==> src/verilog/draw_macros.svh <==
`ifndef DRAW_MACROS_SVH
`define DRAW_MACROS_SVH

// Shrunk screen geometry for simulation.
`define SCREEN_W        32
`define SCREEN_H        16

// Pixels written per SDRAM burst.
`define BURST_PIX       4

// Clock cycles to wait after en rises.
`define POWERUP_CYCLES  20

// RGB565 colours of the fixed screen parts.
`define COLOR_BG        16'h1986
`define COLOR_HEADER    16'hFFE0
`define COLOR_PULSE     16'h07E0
`define COLOR_ACCUM     16'h001F
`define COLOR_RANGE     16'hF800

// Gain palette, indexed by the setting bar data.
`define COLOR_GAIN0     16'hF81F
`define COLOR_GAIN1     16'h07FF
`define COLOR_GAIN2     16'hFD20
`define COLOR_GAIN3     16'hFFFF

`endif
==> src/verilog/drawPkg.sv <==
package drawPkg;

    ////////////////////////////////////////////////////////////////////////////
    // Drawing commands, from scheduler to decoder.
    ////////////////////////////////////////////////////////////////////////////
    typedef enum logic [2:0] {
        CMD_CLEAR    = 3'd0, // Whole screen in background colour.
        CMD_HEADER   = 3'd1, // Fixed header band.
        CMD_PULSE    = 3'd2, // Latest pulse count bar.
        CMD_ACCUM    = 3'd3, // Accumulated count bar.
        CMD_SETTINGS = 3'd4, // Gain and interval bar.
        CMD_RANGE    = 3'd5  // Max/min range bar.
    } drawCmd;

    ////////////////////////////////////////////////////////////////////////////
    // Scheduler steps.
    ////////////////////////////////////////////////////////////////////////////
    typedef enum logic [2:0] {
        ST_IDLE     = 3'd0, // Disabled.
        ST_POWERUP  = 3'd1, // Counting the power-up delay.
        ST_CLEAR    = 3'd2,
        ST_HEADER   = 3'd3,
        ST_PULSE    = 3'd4, // Start of the redraw loop.
        ST_ACCUM    = 3'd5,
        ST_SETTINGS = 3'd6,
        ST_RANGE    = 3'd7  // End of the redraw loop.
    } schedState;

endpackage

==> src/verilog/drawAdapter.sv <==
`timescale 1ns/1ns

module drawAdapter (
    input  logic        clk,
    input  logic        rst_n,
    input  logic        en,
    input  logic [31:0] pulseCounter,
    input  logic [31:0] accumCounter,
    input  logic        dataUpdate,
    input  logic [7:0]  gainDivider,
    input  logic [7:0]  intervalSel,
    input  logic [15:0] maxPulse,
    input  logic [15:0] minPulse,
    output logic [23:0] sdramWrAddr,
    output logic [15:0] sdramWrData1,
    output logic [15:0] sdramWrData2,
    output logic [15:0] sdramWrData3,
    output logic [15:0] sdramWrData4,
    output logic        sdramWrReq,
    input  logic        sdramWrDone,
    output logic        led
);
    import drawPkg::*;

    // Scheduler to decoder.
    logic        cmdStart;
    drawCmd      cmd;
    logic [31:0] data1;
    logic [31:0] data2;
    // Decoder to filler.
    logic        fillStart;
    logic [2:0]  x0Burst;
    logic [2:0]  widthBursts;
    logic [3:0]  y0;
    logic [3:0]  height;
    logic [15:0] color;
    // Filler to writer, and back.
    logic        burstStrobe;
    logic [23:0] burstAddr;
    logic [15:0] burstColor;
    logic        writerBusy;
    logic        drawDone;

    drawScheduler uScheduler (
        .clk(clk), .rst_n(rst_n), .en(en),
        .pulseCounter(pulseCounter), .accumCounter(accumCounter),
        .dataUpdate(dataUpdate), .gainDivider(gainDivider),
        .intervalSel(intervalSel), .maxPulse(maxPulse), .minPulse(minPulse),
        .drawDone(drawDone), .cmdStart(cmdStart), .cmd(cmd),
        .data1(data1), .data2(data2), .led(led)
    );

    cmdDecoder uDecoder (
        .clk(clk), .rst_n(rst_n), .cmdStart(cmdStart), .cmd(cmd),
        .data1(data1), .data2(data2), .fillStart(fillStart),
        .x0Burst(x0Burst), .widthBursts(widthBursts),
        .y0(y0), .height(height), .color(color)
    );

    rectFiller uFiller (
        .clk(clk), .rst_n(rst_n), .fillStart(fillStart),
        .x0Burst(x0Burst), .widthBursts(widthBursts), .y0(y0), .height(height),
        .color(color), .writerBusy(writerBusy), .burstStrobe(burstStrobe),
        .burstAddr(burstAddr), .burstColor(burstColor), .drawDone(drawDone)
    );

    sdramBurstWriter uWriter (
        .clk(clk), .rst_n(rst_n), .burstStrobe(burstStrobe),
        .burstAddr(burstAddr), .burstColor(burstColor), .writerBusy(writerBusy),
        .sdramWrAddr(sdramWrAddr), .sdramWrData1(sdramWrData1),
        .sdramWrData2(sdramWrData2), .sdramWrData3(sdramWrData3),
        .sdramWrData4(sdramWrData4), .sdramWrReq(sdramWrReq),
        .sdramWrDone(sdramWrDone)
    );

endmodule

==> src/verilog/sdramBurstWriter.sv <==
`timescale 1ns/1ns

module sdramBurstWriter (
    input  logic        clk,
    input  logic        rst_n,
    input  logic        burstStrobe,
    input  logic [23:0] burstAddr,
    input  logic [15:0] burstColor,
    output logic        writerBusy,
    output logic [23:0] sdramWrAddr,
    output logic [15:0] sdramWrData1,
    output logic [15:0] sdramWrData2,
    output logic [15:0] sdramWrData3,
    output logic [15:0] sdramWrData4,
    output logic        sdramWrReq,
    input  logic        sdramWrDone
);
    logic        reqActive; // Burst held on the memory port.
    logic [15:0] colorHold; // Single colour for all four pixels.

    ////////////////////////////////////////////////////////////////////////////
    // Request level.
    ////////////////////////////////////////////////////////////////////////////
    always_ff @(posedge clk or negedge rst_n) begin
        if (!rst_n) begin
            reqActive <= 1'b0;
        end else if (burstStrobe) begin
            reqActive <= 1'b1; // Rises the cycle after the strobe.
        end else if (reqActive && sdramWrDone) begin
            reqActive <= 1'b0; // Drops the cycle after done.
        end
    end

    // Burst payload, only loaded while idle so it stays put under request.
    always_ff @(posedge clk) begin
        if (burstStrobe) begin
            sdramWrAddr <= burstAddr;
            colorHold   <= burstColor;
        end
    end

    // Busy and request are one level seen from two sides.
    assign writerBusy = reqActive;
    assign sdramWrReq = reqActive;

    // Rectangle fill, every pixel same colour.
    assign sdramWrData1 = colorHold;
    assign sdramWrData2 = colorHold;
    assign sdramWrData3 = colorHold;
    assign sdramWrData4 = colorHold;

endmodule

==> src/verilog/rectFiller.sv <==
`timescale 1ns/1ns
`include "draw_macros.svh"

module rectFiller (
    input  logic        clk,
    input  logic        rst_n,
    input  logic        fillStart,
    input  logic [2:0]  x0Burst,
    input  logic [2:0]  widthBursts, // Last burst offset in a row.
    input  logic [3:0]  y0,
    input  logic [3:0]  height,      // Last row offset.
    input  logic [15:0] color,
    input  logic        writerBusy,
    output logic        burstStrobe,
    output logic [23:0] burstAddr,
    output logic [15:0] burstColor,
    output logic        drawDone
);
    localparam logic [23:0] ROW_PITCH  = 24'(`SCREEN_W);  // Pixels per row.
    localparam logic [23:0] BURST_STEP = 24'(`BURST_PIX); // Pixels per burst.

    logic       active;   // Rectangle in progress.
    logic       lastSent; // Final burst already strobed.
    logic [2:0] xCnt;
    logic [3:0] yCnt;
    logic [2:0] curCol;
    logic [3:0] curRow;
    logic       issue;

    assign curCol = x0Burst + xCnt;
    assign curRow = y0 + yCnt;

    // Writer busy shows one cycle after a strobe, so the strobe itself blocks too.
    assign issue = active && !lastSent && !burstStrobe && !writerBusy;

    ////////////////////////////////////////////////////////////////////////////
    // Raster walk.
    ////////////////////////////////////////////////////////////////////////////
    always_ff @(posedge clk or negedge rst_n) begin
        if (!rst_n) begin
            active      <= 1'b0;
            lastSent    <= 1'b0;
            xCnt        <= '0;
            yCnt        <= '0;
            burstStrobe <= 1'b0;
            drawDone    <= 1'b0;
        end else begin
            burstStrobe <= issue;
            drawDone    <= 1'b0;
            if (fillStart) begin
                active   <= 1'b1;
                lastSent <= 1'b0;
                xCnt     <= '0;
                yCnt     <= '0;
            end else if (issue) begin
                if (xCnt == widthBursts) begin // End of row.
                    xCnt <= '0;
                    if (yCnt == height)
                        lastSent <= 1'b1;
                    else
                        yCnt <= yCnt + 1'b1;
                end else begin
                    xCnt <= xCnt + 1'b1;
                end
            end else if (active && lastSent && !burstStrobe && !writerBusy) begin
                active   <= 1'b0; // Last burst written.
                lastSent <= 1'b0;
                drawDone <= 1'b1;
            end
        end
    end

    // Linear pixel index of the burst's first pixel.
    always_ff @(posedge clk) begin
        if (issue) begin
            burstAddr  <= 24'(curRow) * ROW_PITCH + 24'(curCol) * BURST_STEP;
            burstColor <= color;
        end
    end

endmodule

==> src/verilog/cmdDecoder.sv <==
`timescale 1ns/1ns
`include "draw_macros.svh"

// Widths and heights leave as last index (count minus one).
module cmdDecoder (
    input  logic            clk,
    input  logic            rst_n,
    input  logic            cmdStart,
    input  drawPkg::drawCmd cmd,
    input  logic [31:0]     data1,
    input  logic [31:0]     data2,
    output logic            fillStart,
    output logic [2:0]      x0Burst,
    output logic [2:0]      widthBursts,
    output logic [3:0]      y0,
    output logic [3:0]      height,
    output logic [15:0]     color
);
    import drawPkg::*;

    localparam logic [2:0] LAST_BURST = 3'(`SCREEN_W / `BURST_PIX - 1);
    localparam logic [3:0] LAST_ROW   = 4'(`SCREEN_H - 1);

    logic [2:0]  nextX0;
    logic [2:0]  nextW;
    logic [3:0]  nextY0;
    logic [3:0]  nextH;
    logic [15:0] nextColor;
    logic [2:0]  maxB;      // Range end candidates in bursts.
    logic [2:0]  minB;
    logic [15:0] gainColor;

    assign maxB = data1[2:0]; // Modulo 8.
    assign minB = data2[2:0];

    // Gain palette lookup.
    always_comb begin
        case (data2[1:0])
            2'd0:    gainColor = `COLOR_GAIN0;
            2'd1:    gainColor = `COLOR_GAIN1;
            2'd2:    gainColor = `COLOR_GAIN2;
            default: gainColor = `COLOR_GAIN3;
        endcase
    end

    ////////////////////////////////////////////////////////////////////////////
    // Rectangle rules per command.
    ////////////////////////////////////////////////////////////////////////////
    always_comb begin
        nextX0    = 3'd0;
        nextW     = LAST_BURST;   // Full width by default.
        nextY0    = 4'd0;
        nextH     = LAST_ROW;
        nextColor = `COLOR_BG;
        case (cmd)
            CMD_HEADER: begin
                nextH     = 4'd1;         // Rows 0 and 1.
                nextColor = `COLOR_HEADER;
            end
            CMD_PULSE: begin
                nextW     = data1[2:0];   // 1 + data1 mod 8 bursts.
                nextY0    = 4'd4;
                nextH     = 4'd1;
                nextColor = `COLOR_PULSE;
            end
            CMD_ACCUM: begin
                nextW     = data1[2:0];
                nextY0    = 4'd7;
                nextH     = 4'd1;
                nextColor = `COLOR_ACCUM;
            end
            CMD_SETTINGS: begin
                nextW     = {1'b0, data1[1:0]}; // 1 + data1 mod 4 bursts.
                nextY0    = 4'd10;
                nextH     = 4'd0;               // Single row.
                nextColor = gainColor;
            end
            CMD_RANGE: begin
                // Span from the smaller end to the larger, inclusive.
                nextX0    = (maxB >= minB) ? minB : maxB;
                nextW     = (maxB >= minB) ? (maxB - minB) : (minB - maxB);
                nextY0    = 4'd12;
                nextH     = 4'd1;
                nextColor = `COLOR_RANGE;
            end
            default: ; // CLEAR keeps the whole-screen defaults.
        endcase
    end

    always_ff @(posedge clk or negedge rst_n) begin
        if (!rst_n)
            fillStart <= 1'b0;
        else
            fillStart <= cmdStart; // One cycle behind cmdStart.
    end

    // Rectangle held until the next command.
    always_ff @(posedge clk) begin
        if (cmdStart) begin
            x0Burst     <= nextX0;
            widthBursts <= nextW;
            y0          <= nextY0;
            height      <= nextH;
            color       <= nextColor;
        end
    end

endmodule

==> src/verilog/drawScheduler.sv <==
`timescale 1ns/1ns
`include "draw_macros.svh"

module drawScheduler (
    input  logic            clk,
    input  logic            rst_n,
    input  logic            en,
    input  logic [31:0]     pulseCounter,
    input  logic [31:0]     accumCounter,
    input  logic            dataUpdate,
    input  logic [7:0]      gainDivider,
    input  logic [7:0]      intervalSel,
    input  logic [15:0]     maxPulse,
    input  logic [15:0]     minPulse,
    input  logic            drawDone,
    output logic            cmdStart,
    output drawPkg::drawCmd cmd,
    output logic [31:0]     data1,
    output logic [31:0]     data2,
    output logic            led
);
    import drawPkg::*;

    localparam int PU_W = $clog2(`POWERUP_CYCLES + 1);
    localparam logic [PU_W-1:0] PU_LAST = PU_W'(`POWERUP_CYCLES - 1);

    schedState       state;
    logic [PU_W-1:0] powerCnt;   // Power-up delay counter.
    logic            busyCmd;    // A command is out and its drawDone not yet seen.
    logic [31:0]     pulseLatch; // Pulse count from the last dataUpdate.
    logic            issueNow;

    // Issue once per command step, only with nothing outstanding.
    assign issueNow = en && !busyCmd &&
                      (state inside {ST_CLEAR, ST_HEADER, ST_PULSE,
                                     ST_ACCUM, ST_SETTINGS, ST_RANGE});

    // Pulse count latch, emptied while disabled.
    always_ff @(posedge clk or negedge rst_n) begin
        if (!rst_n) begin
            pulseLatch <= '0;
        end else if (!en) begin
            pulseLatch <= '0;
        end else if (dataUpdate) begin
            pulseLatch <= pulseCounter;
        end
    end

    ////////////////////////////////////////////////////////////////////////////
    // Step sequencing.
    ////////////////////////////////////////////////////////////////////////////
    always_ff @(posedge clk or negedge rst_n) begin
        if (!rst_n) begin
            state    <= ST_IDLE;
            powerCnt <= '0;
            busyCmd  <= 1'b0;
            cmdStart <= 1'b0;
            led      <= 1'b0;
        end else begin
            cmdStart <= issueNow; // One-cycle strobe.
            // Outstanding flag survives en low so a late drawDone is absorbed.
            if (drawDone)
                busyCmd <= 1'b0;
            else if (issueNow)
                busyCmd <= 1'b1;
            if (!en) begin
                state    <= ST_IDLE;
                powerCnt <= '0;
                led      <= 1'b0;
            end else begin
                case (state)
                    ST_IDLE: begin
                        if (!busyCmd) begin // Old command drained first.
                            state    <= ST_POWERUP;
                            powerCnt <= '0;
                        end
                    end
                    ST_POWERUP: begin
                        if (powerCnt == PU_LAST)
                            state <= ST_CLEAR;
                        else
                            powerCnt <= powerCnt + 1'b1;
                    end
                    ST_CLEAR:    if (busyCmd && drawDone) state <= ST_HEADER;
                    ST_HEADER:   if (busyCmd && drawDone) state <= ST_PULSE;
                    ST_PULSE:    if (busyCmd && drawDone) state <= ST_ACCUM;
                    ST_ACCUM:    if (busyCmd && drawDone) state <= ST_SETTINGS;
                    ST_SETTINGS: if (busyCmd && drawDone) state <= ST_RANGE;
                    ST_RANGE: begin
                        if (busyCmd && drawDone) begin
                            state <= ST_PULSE; // Loop again.
                            led   <= ~led;     // One toggle per pass.
                        end
                    end
                    default: state <= ST_IDLE;
                endcase
            end
        end
    end

    // Command and data, sampled in the issue cycle.
    always_ff @(posedge clk) begin
        if (issueNow) begin
            case (state)
                ST_CLEAR: begin
                    cmd   <= CMD_CLEAR;
                    data1 <= '0;
                    data2 <= '0;
                end
                ST_HEADER: begin
                    cmd   <= CMD_HEADER;
                    data1 <= '0;
                    data2 <= '0;
                end
                ST_PULSE: begin
                    cmd   <= CMD_PULSE;
                    data1 <= pulseLatch; // Latched count, not the live one.
                    data2 <= '0;
                end
                ST_ACCUM: begin
                    cmd   <= CMD_ACCUM;
                    data1 <= accumCounter;
                    data2 <= '0;
                end
                ST_SETTINGS: begin
                    cmd   <= CMD_SETTINGS;
                    data1 <= {24'd0, gainDivider};
                    data2 <= {24'd0, intervalSel};
                end
                default: begin
                    cmd   <= CMD_RANGE;
                    data1 <= {16'd0, maxPulse};
                    data2 <= {16'd0, minPulse};
                end
            endcase
        end
    end

endmodule

==> config.mk <==
export PLATFORM = sky130hd
export DESIGN_NAME = drawAdapter
export DESIGN_NICKNAME = d
export VERILOG_FILES = /design/src/verilog/drawPkg.sv /design/src/verilog/drawAdapter.sv /design/src/verilog/sdramBurstWriter.sv /design/src/verilog/rectFiller.sv /design/src/verilog/cmdDecoder.sv /design/src/verilog/drawScheduler.sv
export VERILOG_INCLUDE_DIRS = /design/src /design/src/verilog
export SDC_FILE = /design/constraint.sdc
export NUM_CORES = 1
export LEC_CHECK = 0
export BUFFER_PORTS_ARGS = -buffer_cell sky130_fd_sc_hd__buf_2
export CORE_ASPECT_RATIO = 0.9
export CORE_UTILIZATION = 55
export DETAILED_ROUTE_END_ITERATION = 8
export PLACE_DENSITY_LB_ADDON = 0.05
export SLEW_MARGIN = 20
export SYNTH_ARGS = -nofsm -noshare
export SYNTH_HDL_FRONTEND = slang
export SYNTH_HIERARCHICAL = 1
export SYNTH_SLANG_ARGS = --single-unit
==> constraint.sdc <==
create_clock -name clk -period 8.5 [get_ports clk]
set_clock_uncertainty 0.15 [all_clocks]
set_input_delay 0.85 -clock clk [delete_from_list [all_inputs] [get_ports clk]]
set_output_delay 0.85 -clock clk [all_outputs]
set_load 0.01 [all_outputs]
==> results.toml <==
[run_status]
outcome = "complete, no violations"

[synth]
syn_inst = 436
yosysWarnings = 6
syn_area_sq_um = 5690
syn_area_per_cell_sq_um = 13.1

[setup_path]
arrival_ps = 2880
path_max_fanout = 43
start_kind = "flip-flop"
required_ps = 8670
max_stage_delay_ps = 800
cp-end-kind = "flip-flop"
worstSetupPathType = "flip-flop to flip-flop"
worstPathCellList = "or4b_1 -> clkinv_8 -> o41ai_4 -> or4_1 -> a21oi_1"
worst_path_max_delay_cell = "or4b_1"

[placed_design]
portBuffers = 112
dp_cells = 596
place_area_sq_um = 5790
dp_hpwl_mm = 5.90
pre_cts_ws_ps = 5770
gp_congestion = 0.809

[clocking]
cts.sinks = 119
clk_latency_ps = 400
clockRootBuffer = "clkbuf_16"
holdBufCountCts = 0
cts_setup_buffers = 0
cts_tree = "built"
numCtsBuffers = 17
clockBufferDepth = 2
clkTransAtPathRegs_ps = 60
cts_resized = 0
htree_levels = 4

[global_route]
grt_util_all_layers = 0.177
antenna_found_initial = 0
grt-ovfl-total = 0
grt_max_degree = 44
grt_pass1_vias = 2980
grt_pass1_wl_mm = 14.3

[power]
ir_worst_vdd_v = 0.000111
power_leakage_nw = 2.68
power.total_mw = 1.33
powerDensity_nw_per_um2 = 209

[sta]
rsz0062_at_grt = "false"
slew_violations = 0
tns_ps = 0
fin_crit_sh = 0.318
setup_violations = 0
min_period_ps = 2700
tightest_slew_ps = 921
hold_violations = 0
fin_ws_ps = 5800
fmax_mhz = 370
max_slew_margin = 0.386
hold_ws_ps = 267

[run]
maxCapViolCount = 0

[floorplan]
io_pins = 207
initial_core_util = 0.577
dieArea_sq_um = 10800
rows = 34
core_sq_um = 9870
die_h_microns = 98.5
die_w_microns = 109

[final_layout]
post-route-util = 0.644
final_cell_mix = "buf_2 (112), edfxtp_1 (92), dfrtp_1 (26), inv_1 (25)"
final_area_sq_um = 6360
area_growth_syn_to_layout_pct = 11.7
layout.nets = 627
drive_above_1_share = 0.321
final_common_cell = "buf_2"
antenna_cells = 0
instances_no_fill = 628

[detailed_routing]
wire_per_inst_microns = 13.8
drtAntennaViolNets = 0
vias = 3146
drtIter0Drc = 155
drc = 0
dr.pass1.iters = 4
drt_wl_total_mm = 8.67
viasPerCell = 5.01

[hold_path]
hp-class = "flip-flop to flip-flop"
-- power breakdown --
group	switching, mW	total (mW)	internal, mW	leakage [nW]
sequential	0.00155	0.625	0.624	1.21
combinational	0.0185	0.0313	0.0128	1.20
clock	0.258	0.670	0.412	0.268
total	0.278	1.33	1.05	2.68
-- flip-flops by register name, summed over array words and instances, names as in the netlist, 4 cells and up --
register / flops
uWriter/sdramWrAddr: 24
uFiller/burstColor: 16
uWriter/sdramWrData1: 16
uDecoder/color: 8
uFiller/burstAddr: 7
uScheduler/powerCnt: 5
uDecoder/y0: 4
uFiller/yCnt: 4
-- area by class of cell --
type	count	area [sq um]
clock buffer	19	443
clock inverter	13	123
fill	758	3510
inverter	27	114
multi-input combinational	212	1520
sequential	119	3440
tap	126	158
timing repair buffer	112	561
-- worst max-delay path, delay by kind of cell, from the launching register on --
family / cells / cell delay (ps)
AO/OA/AOI/OAI: 2 / 300
buffers and inverters: 1 / 230
flip-flops: 1 / 730
AND/OR/NAND/NOR: 2 / 1210
-- layer usage --
| layer | vias to the layer above | global-route usage | part of all wire |
|---|---|---|---|
| met5 | - | 0 | 0 |
| met4 | 0 | 0.0728 | 0.0077 |
| met3 | 6 | 0.0516 | 0.046 |
| met2 | 99 | 0.281 | 0.49 |
| met1 | 1493 | 0.229 | 0.46 |
| li1 | 1548 | - | - |
-- final timing paths --
path,start,end,slack [ps],cells past startpoint
worst max-delay path,uFiller/burstStrobe,uFiller/yCnt[3],5800,5
worst min-delay path,uFiller/burstColor[10],uWriter/sdramWrData1[10],270,0
worst max register to register,uFiller/burstStrobe,uFiller/yCnt[3],5800,5
worst min register to register,uFiller/burstColor[10],uWriter/sdramWrData1[10],270,0
max in group asynchronous,rst_n,uFiller/burstStrobe,7450,1
min in group asynchronous,rst_n,uScheduler/powerCnt[1],310,1
(Power assumes the default switching activity.)
